$ cat src/include/core_params.svh
`ifndef CORE_PARAMS_SVH
`define CORE_PARAMS_SVH

// --------------------------------------
// Reset sequencing
// --------------------------------------

// Flops per asynchronous reset request synchronizer
`define CORE_SYNC_STAGES    2

// --------------------------------------
// Instruction memory channel
// --------------------------------------
`define CORE_IMEM_AWIDTH    32      // Fetch address
`define CORE_IMEM_BSIZE     3       // Burst length field

// --------------------------------------
// Data memory channel
// --------------------------------------
`define CORE_DMEM_AWIDTH    32      // Load/store address
`define CORE_DMEM_DWIDTH    32      // Store data

// --------------------------------------
// Retimed channel map
// --------------------------------------
`define CORE_CHAN_NUM       2       // One slice per channel
`define CORE_CHAN_IMEM      0       // Decoded through the imem view
`define CORE_CHAN_DMEM      1       // Decoded through the dmem view

`endif

$ cat src/source/core_pkg.sv
`default_nettype none

`include "core_params.svh"

package core_pkg;

    // --------------------------------------
    // Memory command encodings
    // --------------------------------------

    // Same code on both channels
    typedef enum logic {
        MEM_CMD_RD = 1'b0,
        MEM_CMD_WR = 1'b1
    } mem_cmd_e;

    // Access size, data channel only
    typedef enum logic [1:0] {
        MEM_WIDTH_BYTE  = 2'b00,
        MEM_WIDTH_HWORD = 2'b01,
        MEM_WIDTH_WORD  = 2'b10
    } mem_width_e;

    // --------------------------------------
    // Payload sizing
    // --------------------------------------

    // Data view is the widest, so it sets the word size
    localparam int unsigned REQ_PAYLOAD_W = $bits(mem_cmd_e) + $bits(mem_width_e)
                                          + `CORE_DMEM_AWIDTH + `CORE_DMEM_DWIDTH;
    localparam int unsigned IMEM_PAD_W    = REQ_PAYLOAD_W - $bits(mem_cmd_e)
                                          - `CORE_IMEM_AWIDTH - `CORE_IMEM_BSIZE;

    // --------------------------------------
    // Request views
    // --------------------------------------

    typedef struct packed {
        logic [IMEM_PAD_W-1:0]        pad;     // Unused upper bits, zero
        mem_cmd_e                     cmd;     // Fetch is always a read in practice
        logic [`CORE_IMEM_AWIDTH-1:0] addr;
        logic [`CORE_IMEM_BSIZE-1:0]  bl;      // Burst length
    } imem_req_s;

    typedef struct packed {
        mem_cmd_e                     cmd;
        mem_width_e                   width;   // Byte lanes of the access
        logic [`CORE_DMEM_AWIDTH-1:0] addr;
        logic [`CORE_DMEM_DWIDTH-1:0] wdata;   // Don't care on reads
    } dmem_req_s;

    // One slice word, decoded per channel
    typedef union packed {
        imem_req_s imem;
        dmem_req_s dmem;
    } req_payload_u;

endpackage

`default_nettype wire

$ cat src/source/core_reset_ctrl.sv
`timescale 1ns/1ps
`default_nettype none

`include "core_params.svh"

module core_reset_ctrl (
    input  logic clk,
    input  logic rst_i,              // Power-up reset, sync, active high
    input  logic soft_rst_i,         // Async request
    input  logic cpu_rst_i,          // Async request
    output logic core_rst_o,         // Sequenced core reset
    output logic core_rdc_qlfy_o,    // Low while core domain is unsafe
    output logic core_rst_status_o   // Core reset, two cycles late
);

    localparam int unsigned STATUS_STAGES = 2;

    // Request synchronizers
    logic [`CORE_SYNC_STAGES-1:0] soft_sync_q;
    logic [`CORE_SYNC_STAGES-1:0] cpu_sync_q;
    logic                         req_sync;      // Combined synchronized request

    // Qualifier adapter
    logic req_dly_q;                             // First step, request delayed
    logic core_rst_q;                            // Second step, the core reset
    logic qlfy_q;

    // Status
    logic [STATUS_STAGES-1:0] status_sync_q;

    // --------------------------------------
    // Request synchronizers
    // --------------------------------------

    always_ff @(posedge clk) begin
        if (rst_i) begin
            soft_sync_q <= '0;
            cpu_sync_q  <= '0;
        end else begin
            soft_sync_q <= {soft_sync_q[`CORE_SYNC_STAGES-2:0], soft_rst_i}; // Shift in at LSB
            cpu_sync_q  <= {cpu_sync_q[`CORE_SYNC_STAGES-2:0], cpu_rst_i};
        end
    end

    // Either source resets the core
    assign req_sync = soft_sync_q[`CORE_SYNC_STAGES-1] | cpu_sync_q[`CORE_SYNC_STAGES-1];

    // --------------------------------------
    // Qualifier adapter
    // --------------------------------------

    // Request drops the qualifier one cycle ahead of the core reset.
    // The qualifier only comes back once request, delay and reset are
    // all clear, one cycle after the core reset releases.
    always_ff @(posedge clk) begin
        if (rst_i) begin
            req_dly_q  <= 1'b1;                 // Held in reset at power-up
            core_rst_q <= 1'b1;
            qlfy_q     <= 1'b0;
        end else begin
            req_dly_q  <= req_sync;
            core_rst_q <= req_dly_q;            // Rises/falls 3 cycles after input
            qlfy_q     <= ~(req_sync | req_dly_q | core_rst_q);
        end
    end

    assign core_rst_o      = core_rst_q;
    assign core_rdc_qlfy_o = qlfy_q;

    // --------------------------------------
    // Reset status
    // --------------------------------------

    always_ff @(posedge clk) begin
        if (rst_i) begin
            status_sync_q <= '1;                // Reports reset at power-up
        end else begin
            status_sync_q <= {status_sync_q[STATUS_STAGES-2:0], core_rst_q};
        end
    end

    assign core_rst_status_o = status_sync_q[STATUS_STAGES-1];   // Tracks core_rst_o, +2

endmodule

`default_nettype wire

$ cat src/source/core_top.sv
`timescale 1ns/1ps
`default_nettype none

`include "core_params.svh"

module core_top (
    // Control
    input  logic                         clk,                 // Core clock
    input  logic                         rst_i,               // Power-up reset
    input  logic                         soft_rst_i,          // Async soft reset request
    input  logic                         cpu_rst_i,           // Async CPU reset request
    output logic                         core_rst_o,          // Core reset
    output logic                         core_rdc_qlfy_o,     // Core RDC qualifier
    output logic                         core_rst_status_o,   // Synchronized reset status

    // Instruction channel, pipeline side
    input  logic                         pipe_imem_req_i,
    input  logic                         pipe_imem_cmd_i,
    input  logic [`CORE_IMEM_AWIDTH-1:0] pipe_imem_addr_i,
    input  logic [`CORE_IMEM_BSIZE-1:0]  pipe_imem_bl_i,
    output logic                         pipe_imem_ack_o,

    // Instruction channel, memory side
    output logic                         imem_req_o,
    output logic                         imem_cmd_o,
    output logic [`CORE_IMEM_AWIDTH-1:0] imem_addr_o,
    output logic [`CORE_IMEM_BSIZE-1:0]  imem_bl_o,
    input  logic                         imem_ack_i,

    // Data channel, pipeline side
    input  logic                         pipe_dmem_req_i,
    input  logic                         pipe_dmem_cmd_i,
    input  logic [1:0]                   pipe_dmem_width_i,
    input  logic [`CORE_DMEM_AWIDTH-1:0] pipe_dmem_addr_i,
    input  logic [`CORE_DMEM_DWIDTH-1:0] pipe_dmem_wdata_i,
    output logic                         pipe_dmem_ack_o,

    // Data channel, memory side
    output logic                         dmem_req_o,
    output logic                         dmem_cmd_o,
    output logic [1:0]                   dmem_width_o,
    output logic [`CORE_DMEM_AWIDTH-1:0] dmem_addr_o,
    output logic [`CORE_DMEM_DWIDTH-1:0] dmem_wdata_o,
    input  logic                         dmem_ack_i
);

    logic core_rst;                                           // Slice reset

    // Per-channel slice connections, indexed by channel
    logic [`CORE_CHAN_NUM-1:0] up_req;
    logic [`CORE_CHAN_NUM-1:0] up_ack;
    logic [`CORE_CHAN_NUM-1:0] dn_req;
    logic [`CORE_CHAN_NUM-1:0] dn_ack;
    core_pkg::req_payload_u    up_payload [`CORE_CHAN_NUM];
    core_pkg::req_payload_u    dn_payload [`CORE_CHAN_NUM];

    // --------------------------------------
    // Reset sequencing
    // --------------------------------------

    core_reset_ctrl u_reset_ctrl (
        .clk               (clk              ),
        .rst_i             (rst_i            ),
        .soft_rst_i        (soft_rst_i       ),
        .cpu_rst_i         (cpu_rst_i        ),
        .core_rst_o        (core_rst         ),
        .core_rdc_qlfy_o   (core_rdc_qlfy_o  ),
        .core_rst_status_o (core_rst_status_o)
    );

    assign core_rst_o = core_rst;

    // --------------------------------------
    // Pipeline side packing
    // --------------------------------------

    assign up_req[`CORE_CHAN_IMEM] = pipe_imem_req_i;
    assign up_req[`CORE_CHAN_DMEM] = pipe_dmem_req_i;

    always_comb begin
        // Instruction view, padding left at zero
        up_payload[`CORE_CHAN_IMEM]            = '0;
        up_payload[`CORE_CHAN_IMEM].imem.cmd   = core_pkg::mem_cmd_e'(pipe_imem_cmd_i);
        up_payload[`CORE_CHAN_IMEM].imem.addr  = pipe_imem_addr_i;
        up_payload[`CORE_CHAN_IMEM].imem.bl    = pipe_imem_bl_i;
        // Data view fills the whole word
        up_payload[`CORE_CHAN_DMEM].dmem.cmd   = core_pkg::mem_cmd_e'(pipe_dmem_cmd_i);
        up_payload[`CORE_CHAN_DMEM].dmem.width = core_pkg::mem_width_e'(pipe_dmem_width_i);
        up_payload[`CORE_CHAN_DMEM].dmem.addr  = pipe_dmem_addr_i;
        up_payload[`CORE_CHAN_DMEM].dmem.wdata = pipe_dmem_wdata_i;
    end

    assign pipe_imem_ack_o = up_ack[`CORE_CHAN_IMEM];
    assign pipe_dmem_ack_o = up_ack[`CORE_CHAN_DMEM];

    // --------------------------------------
    // Retiming slices
    // --------------------------------------

    for (genvar ch = 0; ch < `CORE_CHAN_NUM; ch++) begin : g_chan
        req_retime_slice u_slice (
            .clk          (clk           ),
            .rst_i        (core_rst      ),  // Held with the core
            .up_req_i     (up_req[ch]    ),
            .up_ack_o     (up_ack[ch]    ),
            .up_payload_i (up_payload[ch]),
            .dn_req_o     (dn_req[ch]    ),
            .dn_ack_i     (dn_ack[ch]    ),
            .dn_payload_o (dn_payload[ch])
        );
    end

    // --------------------------------------
    // Memory side unpacking
    // --------------------------------------

    assign dn_ack[`CORE_CHAN_IMEM] = imem_ack_i;
    assign dn_ack[`CORE_CHAN_DMEM] = dmem_ack_i;

    // Instruction channel, padding dropped
    assign imem_req_o   = dn_req[`CORE_CHAN_IMEM];
    assign imem_cmd_o   = dn_payload[`CORE_CHAN_IMEM].imem.cmd;
    assign imem_addr_o  = dn_payload[`CORE_CHAN_IMEM].imem.addr;
    assign imem_bl_o    = dn_payload[`CORE_CHAN_IMEM].imem.bl;

    // Data channel
    assign dmem_req_o   = dn_req[`CORE_CHAN_DMEM];
    assign dmem_cmd_o   = dn_payload[`CORE_CHAN_DMEM].dmem.cmd;
    assign dmem_width_o = dn_payload[`CORE_CHAN_DMEM].dmem.width;
    assign dmem_addr_o  = dn_payload[`CORE_CHAN_DMEM].dmem.addr;
    assign dmem_wdata_o = dn_payload[`CORE_CHAN_DMEM].dmem.wdata;

endmodule

`default_nettype wire

$ cat src/source/req_retime_slice.sv
`timescale 1ns/1ps
`default_nettype none

module req_retime_slice (
    input  logic                   clk,
    input  logic                   rst_i,          // Core reset, sync, active high
    // Pipeline side
    input  logic                   up_req_i,
    output logic                   up_ack_o,       // High while an entry is free
    input  core_pkg::req_payload_u up_payload_i,
    // Memory side
    output logic                   dn_req_o,       // High while an entry is held
    input  logic                   dn_ack_i,
    output core_pkg::req_payload_u dn_payload_o
);

    localparam logic [1:0] DEPTH = 2'd2;

    core_pkg::req_payload_u buf_q [2];             // Ping-pong entries

    logic       wr_ptr_q;                          // Next entry to fill
    logic       rd_ptr_q;                          // Oldest entry
    logic [1:0] count_q;                           // Entries in use
    logic [1:0] count_nxt;
    logic       up_ack_q;
    logic       up_xfer;                           // Upstream handshake
    logic       dn_xfer;                           // Downstream handshake

    // --------------------------------------
    // Handshakes and occupancy
    // --------------------------------------

    assign up_xfer = up_req_i & up_ack_q;
    assign dn_xfer = dn_req_o & dn_ack_i;

    // Both can fire in one cycle, count then holds
    assign count_nxt = count_q + {1'b0, up_xfer} - {1'b0, dn_xfer};

    always_ff @(posedge clk) begin
        if (rst_i) begin
            wr_ptr_q <= 1'b0;
            rd_ptr_q <= 1'b0;
            count_q  <= 2'd0;
            up_ack_q <= 1'b0;                      // No accept while in reset
        end else begin
            if (up_xfer) begin
                wr_ptr_q <= ~wr_ptr_q;
            end
            if (dn_xfer) begin
                rd_ptr_q <= ~rd_ptr_q;
            end
            count_q  <= count_nxt;
            up_ack_q <= (count_nxt != DEPTH);      // Back-pressure once full
        end
    end

    // --------------------------------------
    // Entry storage
    // --------------------------------------

    always_ff @(posedge clk) begin
        if (up_xfer) begin
            buf_q[wr_ptr_q] <= up_payload_i;
        end
    end

    // --------------------------------------
    // Outputs
    // --------------------------------------

    assign up_ack_o = up_ack_q;                    // Register only, no path from dn_ack_i
    assign dn_req_o = (count_q != 2'd0);

    // Idle payload reads as zero, keeps commands low while empty
    assign dn_payload_o = dn_req_o ? buf_q[rd_ptr_q] : '0;

endmodule

`default_nettype wire

$ cat config.mk
export PLATFORM = sky130hd
export DESIGN_NAME = core_top
export DESIGN_NICKNAME = d
export VERILOG_FILES = /design/src/source/core_pkg.sv /design/src/source/core_reset_ctrl.sv /design/src/source/core_top.sv /design/src/source/req_retime_slice.sv
export VERILOG_INCLUDE_DIRS = /design/src /design/src/include
export SDC_FILE = /design/constraint.sdc
export NUM_CORES = 1
export LEC_CHECK = 0
export ABC_AREA = 0
export BUFFER_PORTS_ARGS = -buffer_cell sky130_fd_sc_hd__buf_2
export CORE_MARGIN = 8
export CORE_UTILIZATION = 55
export CTS_BUF_LIST = sky130_fd_sc_hd__clkbuf_4
export DETAILED_ROUTE_END_ITERATION = 12
export PLACE_DENSITY = 0.92
export SLEW_MARGIN = 5
export SYNTH_ARGS = -nofsm -noshare
export SYNTH_HDL_FRONTEND = slang
export SYNTH_SLANG_ARGS = --single-unit
$ cat constraint.sdc
create_clock -name clk -period 6.39 [get_ports clk]
set_input_delay 1.917 -clock clk [delete_from_list [all_inputs] [get_ports clk]]
set_output_delay 1.917 -clock clk [all_outputs]
set_load 0.01 [all_outputs]
=== After elaboration in Yosys (flattened, before gate mapping) ===
Memory sizes are Yosys's and may differ from the RTL's. A register that Yosys moved wholly into a read port is not among the register bits.
Index checks and enable logic that the tools add are counted.

* Add/sub/neg operators: 4
* Equal/unequal tests: 2
* Multiplexer cells: 10
* Bitwise operators: 12
* Reduce and logical (&&, ||, !) cells: 2

{| class="wikitable"
|+ Operators by type and width
! operator !! count
|-
| $mux W67 || 1
|-
| $mux W36 || 1
|-
| $mux W1 || 8
|-
| $not A1 Y1 || 5
|-
| $add A2 B1 Y2 || 2
|-
| $and A1 B1 Y1 || 4
|-
| $ne A2 B2 Y1 const B || 2
|-
| $reduce_bool A2 Y1 || 2
|-
| $sub A2 B1 Y2 || 2
|-
| $or A1 B1 Y1 || 3
|}

* Register bits: 19
* Memory bits (writable): 206
* Input port bits: 111
* Output and inout port bits: 110
* Word-level logic and storage cells: 46
* Memories: 2

{| class="wikitable"
|+ Memory list
! name !! words !! width !! read ports !! clocked after memory_dff !! write ports !! RTL line !! RTL
|-
| g_chan[1].u_slice.buf_q || 2 || 67 || 1 || 1 || 1 || req_retime_slice.sv:19 || <nowiki>core_pkg::req_payload_u buf_q [2];</nowiki>
|-
| g_chan[0].u_slice.buf_q || 2 || 36 || 1 || 1 || 1 || req_retime_slice.sv:19 ||
|}

=== Logic depth before layout (Yosys ltp) ===
Gate-level depths: netlist of run 1.

* Word-level depth: 4
* Depth in mapped cells: 8
* Depth with buffers taken out: 8

=== By module ===
A second synthesis of run 1 with hierarchy kept.

* Cell total of the unflattened synthesis: 649
* Area total of the unflattened synthesis: 10958.0 um^2

{| class="wikitable"
|+ By module, submodules not included
! module !! instances !! cells each !! area an instance (um^2) !! seq. area each (um^2)
|-
| req_retime_slice || 2 || 315 || 5347.6 || 4144.0
|-
| core_reset_ctrl || 1 || 18 || 259.0 || 180.2
|-
| core_top || 1 || 1 || 3.8 || 0.0
|}

=== Worst setup path before layout of run 1 ===
Ideal clock, no wire load.

* Path type: input to register
* Start: input port pipe_dmem_req_i
* End: memory g_chan[1].u_slice.buf_q[0][0] in the netlist's numbering (enable)
* Library setup time: 0.492 ns
* Arrival: 4.812 ns
* Data required time: 5.898 ns
* Path slack: 1.086 ns
* Stages: 2
* Path buffers: 0
* Cell sequence: nand2_1 nor2_1

* Longest elaborated chain between the ends: 3

{| class="wikitable"
|+ RTL lines
! what !! RTL line !! RTL
|-
| start: declaration || core_top.sv:31 || <nowiki>input logic pipe_dmem_req_i,</nowiki>
|-
| $and A1 B1 Y1 || req_retime_slice.sv:33 || <nowiki>assign up_xfer = up_req_i & up_ack_q;</nowiki>
|-
| $mux W1 || req_retime_slice.sv:62 || <nowiki>if (up_xfer) begin</nowiki>
|-
| $mux W1 (not written as such) || req_retime_slice.sv:63 || <nowiki>buf_q[wr_ptr_q] <= up_payload_i;</nowiki>
|-
| end: declaration || req_retime_slice.sv:19 ||
|}

No other way between the ends.

=== Worst setup path in the final report of run 1 ===
* Start: register g_chan[1].u_slice.count_q[1]
* End: output port dmem_wdata_o[6]

* Longest elaborated chain between the ends: 2

{| class="wikitable"
|+ RTL lines
! what !! RTL line !! RTL
|-
| start: declaration || req_retime_slice.sv:23 || <nowiki>logic [1:0] count_q;</nowiki>
|-
| start signal: assignment || req_retime_slice.sv:52 || <nowiki>count_q <= count_nxt;</nowiki>
|-
| $reduce_bool A2 Y1 || req_retime_slice.sv:72 || <nowiki>assign dn_req_o = (count_q != 2'd0);</nowiki>
|-
| $mux W67 || req_retime_slice.sv:75 || <nowiki>assign dn_payload_o = dn_req_o ? buf_q[rd_ptr_q] : '0;</nowiki>
|-
| end: declaration || core_top.sv:43 || <nowiki>output logic [`CORE_DMEM_DWIDTH-1:0] dmem_wdata_o,</nowiki>
|}

No other way between the ends.

==> results of run 1 <==
-- flip-flops by register name, summed over array words and instances, names as in the netlist, named ones only --
register,flops
g_chan.u_slice.rd_ptr_q,2
u_reset_ctrl.core_rst_o,1
u_reset_ctrl.req_dly_q,1
g_chan.u_slice.wr_ptr_q,2
u_reset_ctrl.soft_sync_q,2
g_chan.u_slice.up_ack_o,2
g_chan.u_slice.count_q,4
u_reset_ctrl.cpu_sync_q,2
u_reset_ctrl.status_sync_q,2
g_chan.u_slice.buf_q,206
u_reset_ctrl.core_rdc_qlfy_o,1
-- layout by cell type (no fill, tap or decap), drive strengths merged --
cell	netlist	routed
buf	18	226
edfxtp	206	206
nor2	115	115
mux2i	103	103
clkbuf	5	73
clkinv	0	25
dfxtp	21	21
inv	12	12
nor2b	6	6
diode	0	5
xor2	4	4
xnor2	4	4
ha	4	4
or2	3	3
nand2	2	2
o21ai	2	2
a21oi	2	2
and3	2	2
nor4	1	1
or3	1	1
-- final timing paths --
path                                           start                                  endpoint  slack (ns)  cells after the start
min            u_reset_ctrl.cpu_sync_q[1]$_SDFF_PP0_   u_reset_ctrl.core_rdc_qlfy_o$_SDFF_PP0_        0.41                      1
max          g_chan[1].u_slice.count_q[1]$_SDFF_PP0_                           dmem_wdata_o[6]        2.13                      4
min reg2reg    u_reset_ctrl.cpu_sync_q[1]$_SDFF_PP0_   u_reset_ctrl.core_rdc_qlfy_o$_SDFF_PP0_        0.41                      1
max reg2reg    g_chan[1].u_slice.up_ack_o$_SDFF_PP0_  g_chan[1].u_slice.buf_q[0][63]$_DFFE_PP_        4.33                      3
-- worst max-delay path, delay by kind of cell, from the launching register on --
family                 cells  cell delay [ns]
AND/OR/NAND/NOR            2             0.73
flip-flops                 1             0.35
buffers and inverters      2             0.65
-- metrics by stage --
stage,cell area [um2],utilization
2_1_floorplan,8550,-
3_3_place_gp,9750,0.641
3_5_place_dp,9750,0.641
4_1_cts,10400,0.684
5_1_grt,10400,0.684
6_report,10400,0.685
-- logic make-up after synthesis --
kind of cell             after synthesis
flip-flops                           227
multiplexers                         103
XOR/XNOR                               8
AND/OR/NAND/NOR                      130
adder cells (fa/ha/maj)                4
AO/OA/AOI/OAI                          4
buffers and inverters                 35
-- cell type report --
class,instances,area (um2)
clock inverters,25,95.1
diodes,5,12.5
inverters,12,45.0
clock buffers,73,548
multi-input cells,249,1710
well taps,188,235
flip-flops and latches,227,6610
fillers,1060,4800
repair buffers,226,1150
-- power breakdown --
part	switching, W	total [W]	internal (W)
Sequential	0.00000957	0.00165	0.00164
Clock	0.000513	0.00105	0.000532
Combinational	0.0000592	0.000105	0.0000460
-- per-layer routing --
metal / track usage / wire, um / vias up
li1: - / - / 2417
met1: 0.172 / 6300 / 2438
met2: 0.325 / 9930 / 168
met3: 0.0544 / 1070 / 42
met4: 0.102 / 590 / 6
met5: 0 / 50 / -
==> results.txt, run 1 <==
----------------------------------------------------
[Route]
  Number of nets with antenna violations after routing ... 0
  Vias after detailed routing ... 5071
  Wire length per cell after detailed routing ... 17.9 um
  Number of iterations in the first detailed-routing pass ... 4
  DR vias/cell ... 5.05
  DRT iter0 DRCs ... 248
  Wirelength, routed ... 17.9 mm
  Detailed-route DRC error count ... 0

[STA]
  Setup clock skew after layout ... 0.0162 ns
  Final max-slew violation count ... 0
  Share of the clock period used by the worst path ... 0.666
  Unrepaired setup endpoints after global routing ... no
  Final setup margin ... 2.13 ns
  Headroom to the max-slew limit ... 0.227
  Time the worst path needs with I/O delays and setup ... 4.26 ns
  Summed negative setup slack over all endpoints ... 0 ns
  Highest clock frequency the design can meet ... 0.235 GHz
  Count of endpoints failing setup in the final report ... 0
  Worst Tran Pin Value ... 1.16 ns
  Post-Route Hold Slack ... 0.406 ns
  Final Hold Fails ... 0

[Flow run]
  Count of max-cap constraint violations ... 0

[Synthesis]
  Leading area contributor after synthesis ... sky130_fd_sc_hd__edfxtp_1
  Portion of synthesized cell area occupied by the leading cell type ... 0.723
  Post-synth design cell area ... 8550 um2
  Share of synthesized area occupied by flip-flops and latches ... 0.772
  Most instantiated flip-flop cell in the synthesis netlist ... sky130_fd_sc_hd__edfxtp_1
  Count of state elements after synthesis ... 227
  Top area cells in the synthesized netlist ... sky130_fd_sc_hd__edfxtp_1, sky130_fd_sc_hd__mux2i_1, sky130_fd_sc_hd__nor2_1, sky130_fd_sc_hd__dfxtp_1, sky130_fd_sc_hd__buf_12
  Post-synth EDFFs ... 206
  Area fraction in compound gates after synthesis ... 0.00234
  Parity-gate share of the synthesized area counting xor and xnor cells ... 0.00819
  Area share of and/or/nand/nor cells after synthesis ... 0.0614
  Dominant combinational cell family by area after synthesis ... multiplexers
  Adder-cell area share of the yosys netlist ... 0.00585
  Cells after synthesis ... 511
  Synth unique cells ... 22
  Synthesized net count ... 626
  Most frequent cell after synthesis ... sky130_fd_sc_hd__edfxtp_1
  Share of synthesized area spent on multiplexers ... 0.121
  Synth warn ... 0
  Mean post-synth cell area ... 16.7 um2
  FFs w/ async S/R, synth ... 0
  Leading cell types by count after synthesis ... sky130_fd_sc_hd__edfxtp_1, sky130_fd_sc_hd__nor2_1, sky130_fd_sc_hd__mux2i_1, sky130_fd_sc_hd__dfxtp_1, sky130_fd_sc_hd__inv_1

[Critical path]
  Highest net fanout along the worst path ... 38
  Arrival time reported for the critical path endpoint ... 2.34 ns
  Cell with the biggest individual delay on the critical path ... sky130_fd_sc_hd__nor2_4
  Critical path launch point type ... flip-flop
  Cell-by-cell listing of the critical path ... nor2_4 > buf_4 > nor2_1 > buf_2
  Type of the worst setup path ... reg -> out
  Worst stage delay on the critical path ... 0.60 ns
  Kind of capture point of the worst setup path ... output port
  Critical path data required time ... 4.47 ns

[Clock network]
  Cell chosen for the clock root ... sky130_fd_sc_hd__clkbuf_4
  Number of levels in the clock H-tree ... 2
  Max clock buf depth ... 3
  Post-CTS Hold Buffers ... 0
  Clock transition at path regs ... 0.07 ns
  Quantity of gates resized following cts ... 0
  Sink Count ... 227
  Clk_lat worst skew ... 0.59 ns
  Clock tree from TritonCTS ... done
  Post-CTS Repair Setup Buffers ... 0
  Total clock buffers created by CTS ... 54

[Placement]
  GP Congestion ... 0.790
  IO Port Bufs ... 220
  Half-perimeter wire length after placement ... 12.3 mm
  DP Worst Slack ... 2.68 ns
  Instance count after placement with tap cells included ... 902

[Global route]
  Total Routing Usage GR ... 0.177
  Residual overflow from global routing ... 0
  Pin count of the biggest net entering global routing ... 68
  Initial antenna violation count ... 7
  Via count of the first global-routing pass ... 5480
  Global-route wire length before repair ... 27.2 mm

[Layout]
  Synth-to-layout area growth ... 21.7%
  Final-stage net count ... 885
  Number of standard cells in the final layout excluding fillers ... 1005
  Layout cells sized above 1 ... 0.382

[Hold path]
  Worst hold path class ... reg -> reg

[Power and ir drop]
  Cell leakage power ... 4.01 nW
  Worst-case vdd ir drop ... 0.227 mV
  Power Dens Cells ... 270 nW/um2
  Tot Pwr ... 0.00281 W

[Status]
  Status ... finished clean

[Die]
  Die Y-Extent ... 141 um
  Number of primary I/O pins ... 221
  Die extent in x ... 141 um
  Die Outline Area ... 19800 um2
  Total number of placement rows ... 45
  Area of the core ... 15200 um2
  Effective utilization at floorplan ... 0.563

----------------------------------------------------
Power figures use the tool's default switching activity.
==> run 2: changes to the inputs <==
--- a/config.mk
+++ b/config.mk
@@ -9,10 +9,10 @@
 export ABC_AREA = 0
 export BUFFER_PORTS_ARGS = -buffer_cell sky130_fd_sc_hd__buf_2
 export CORE_MARGIN = 8
-export CORE_UTILIZATION = 55
+export CORE_UTILIZATION = 49
 export CTS_BUF_LIST = sky130_fd_sc_hd__clkbuf_4
 export DETAILED_ROUTE_END_ITERATION = 12
-export PLACE_DENSITY = 0.92
+export PLACE_DENSITY = 0.87
 export SLEW_MARGIN = 5
 export SYNTH_ARGS = -nofsm -noshare
 export SYNTH_HDL_FRONTEND = slang
==> constraint.sdc (replaced) <==
create_clock -name clk -period 3.82 [get_ports clk]
set_input_delay 1.146 -clock clk [delete_from_list [all_inputs] [get_ports clk]]
set_output_delay 1.146 -clock clk [all_outputs]
set_load 0.01 [all_outputs]
==> run 2 against run 1 <==
  * Power is 66% higher
  * Largest power group unchanged
  * Wire length is 3.3% higher
  * Cell count is 2.7% higher
  * Flip-flop and latch count stayed put
  * Highest routed layer unchanged
  * First-iteration DRC count is 16% lower
  * Critical path type unchanged
  * Clock skew is 0.015 ns higher
  * Largest cell class unchanged
  * Cell area is 0.78% higher
  * Combinational power is 71% higher
==> results.txt, run 2 (same netlist as run 1, synthesis figures left out) <==
----------------------------------------------------
[Global route]
  Total Routing Usage GR ... 0.162
  Pin count of the biggest net entering global routing ... 68
  Residual overflow from global routing ... 0
  Via count of the first global-routing pass ... 5401
  Global-route wire length before repair ... 27.6 mm
  Initial antenna violation count ... 7

[Critical path]
  FF-to-FF End ... g_chan[0].u_slice.up_ack_o$_SDFF_PP0_
  Count of cells along the worst register-to-register path ... 8
  Cell with the biggest individual delay on the critical path ... sky130_fd_sc_hd__dfxtp_4
  Startpoint of the most critical register-to-register path ... g_chan[0].u_slice.count_q[1]$_SDFF_PP0_
  Critical path launch point type ... flip-flop
  Cell family contributing the most delay on the critical path ... flip-flops
  Critical path data required time ... 2.67 ns
  Worst reg-to-reg setup slack ... 2.06 ns
  Highest net fanout along the worst path ... 35
  Arrival time reported for the critical path endpoint ... 2.14 ns
  Capture point of the critical path ... dmem_wdata_o[6]
  Type of the worst setup path ... reg -> out
  Buf+Inv Stages, Crit Path ... 2
  Kind of capture point of the worst setup path ... output port
  Critical path depth in cells ... 4
  Cell-by-cell listing of the critical path ... buf_4 > mux2i_1 > nor2_1 > buf_2
  Worst stage delay on the critical path ... 0.74 ns

[STA]
  Count of endpoints failing setup in the final report ... 0
  Final max-slew violation count ... 0
  Final Hold Fails ... 0
  Worst Tran Pin Value ... 0.666 ns
  Unrepaired setup endpoints after global routing ... no
  Time the worst path needs with I/O delays and setup ... 3.28 ns
  Setup clock skew after layout ... 0.0308 ns
  Summed negative setup slack over all endpoints ... 0 ns
  Highest clock frequency the design can meet ... 0.305 GHz
  Share of the clock period used by the worst path ... 0.859
  Headroom to the max-slew limit ... 0.556

[Power and ir drop]
  Worst-case vdd ir drop ... 0.264 mV
  Power Dens Cells ... 443 nW/um2
  Cell leakage power ... 4.03 nW

[Route]
  Vias after detailed routing ... 5010
  Wire length per cell after detailed routing ... 18.0 um
  Detailed-route DRC error count ... 0
  Number of nets with antenna violations after routing ... 0
  DR vias/cell ... 4.85
  DRT iter0 DRCs ... 209
  Wirelength, routed ... 18.5 mm
  Number of iterations in the first detailed-routing pass ... 4

[Layout]
  Flip-flop count of the largest register after layout ... 206
  Layout cells sized above 1 ... 0.396
  Commonest non-fill, non-tap cell in the layout ... sky130_fd_sc_hd__buf_2
  Count of filler cells inserted in the layout ... 1364
  Synth-to-layout area growth ... 22.6%
  Largest reg by FF count ... g_chan.u_slice.buf_q
  Area of combinational cells with multiple inputs ... 1710 um2
  Design area ... 10500 um2
  Highest-count cells in the layout ignoring fill and taps ... sky130_fd_sc_hd__buf_2, sky130_fd_sc_hd__edfxtp_1, sky130_fd_sc_hd__nor2_1, sky130_fd_sc_hd__mux2i_1, sky130_fd_sc_hd__clkbuf_4
  Final-stage net count ... 890
  Largest registers ... g_chan.u_slice.buf_q (206), g_chan.u_slice.count_q (4)
  Storage cell area ... 6610 um2

[Placement]
  Post-DP Area ... 9880 um2
  IO Port Bufs ... 220
  GP Congestion ... 0.774
  Half-perimeter wire length after placement ... 12.8 mm

[Die]
  Total number of placement rows ... 48
  Number of primary I/O pins ... 221
  Die Y-Extent ... 148 um
  Die Outline Area ... 21900 um2
  Area of the core ... 17200 um2
  Die extent in x ... 148 um
  Effective utilization at floorplan ... 0.498

[Clock network]
  Clk_lat worst skew ... 0.63 ns
  Total clock buffers created by CTS ... 54
  Quantity of gates resized following cts ... 0
  Clock transition at path regs ... 0.06 ns
  Clock tree from TritonCTS ... done
  Sink Count ... 227
  Post-CTS Repair Setup Buffers ... 0
  Post-CTS Hold Buffers ... 0
  Max clock buf depth ... 3
  Number of levels in the clock H-tree ... 2
  Cell chosen for the clock root ... sky130_fd_sc_hd__clkbuf_4

[Hold path]
  Worst hold path class ... reg -> reg

[Status]
  Status ... finished clean

[Flow run]
  Count of max-cap constraint violations ... 0

----------------------------------------------------
run 2: worst min path at each step:
stage                                             start                                       end  slack, ns  cells after the start
6_report         u_reset_ctrl.soft_sync_q[1]$_SDFF_PP0_   u_reset_ctrl.core_rdc_qlfy_o$_SDFF_PP0_       0.42                      1
5_1_grt          u_reset_ctrl.soft_sync_q[1]$_SDFF_PP0_   u_reset_ctrl.core_rdc_qlfy_o$_SDFF_PP0_       0.42                      1
4_1_cts          u_reset_ctrl.soft_sync_q[1]$_SDFF_PP0_   u_reset_ctrl.core_rdc_qlfy_o$_SDFF_PP0_       0.41                      1
3_5_place_dp   u_reset_ctrl.status_sync_q[0]$_SDFF_PP1_  u_reset_ctrl.status_sync_q[1]$_SDFF_PP1_       0.40                      1
3_3_place_gp   u_reset_ctrl.status_sync_q[0]$_SDFF_PP1_  u_reset_ctrl.status_sync_q[1]$_SDFF_PP1_       0.39                      1
2_1_floorplan     u_reset_ctrl.cpu_sync_q[1]$_SDFF_PP0_   u_reset_ctrl.core_rdc_qlfy_o$_SDFF_PP0_       0.39                      1
run 2: power breakdown:
group,leakage [nW],switching [W],total [W],internal [W]
Combinational,1.64,0.000100,0.000180,0.0000790
Sequential,2.04,0.0000146,0.00277,0.00275
Clock,0.353,0.000829,0.00170,0.000875
Total,4.03,0.000944,0.00465,0.00371
run 2: layout make-up:
type,instances,area share
diodes,7,0.00167
clock buffers,74,0.0530
clock inverters,7,0.00286
inverters,12,0.00429
multi-input cells,249,0.163
flip-flops and latches,227,0.630
well taps,225,0.0268
repair buffers,231,0.118
run 2: per-layer routing:
metal,part of all wire,routed length [um],global-route usage,vias to the layer above
li1,-,-,-,2404
met1,0.36,6590,0.163,2393
met2,0.54,10100,0.292,167
met3,0.063,1160,0.0495,44
met4,0.037,690,0.0908,2
met5,0.00081,15,0,-
run 2: metrics by stage:
step	util	hold slack (ns)	setup WS, ns	total power [W]	cells
global route	0.610	0.421	0.378	0.00486	1031
finish	0.611	0.416	0.537	0.00465	1032
detailed placement	0.575	0.403	1.17	0.00300	944
floorplan	-	0.389	0.408	0.00289	511
global placement	0.575	0.393	1.19	0.00299	944
CTS	0.610	0.412	0.459	0.00472	1025
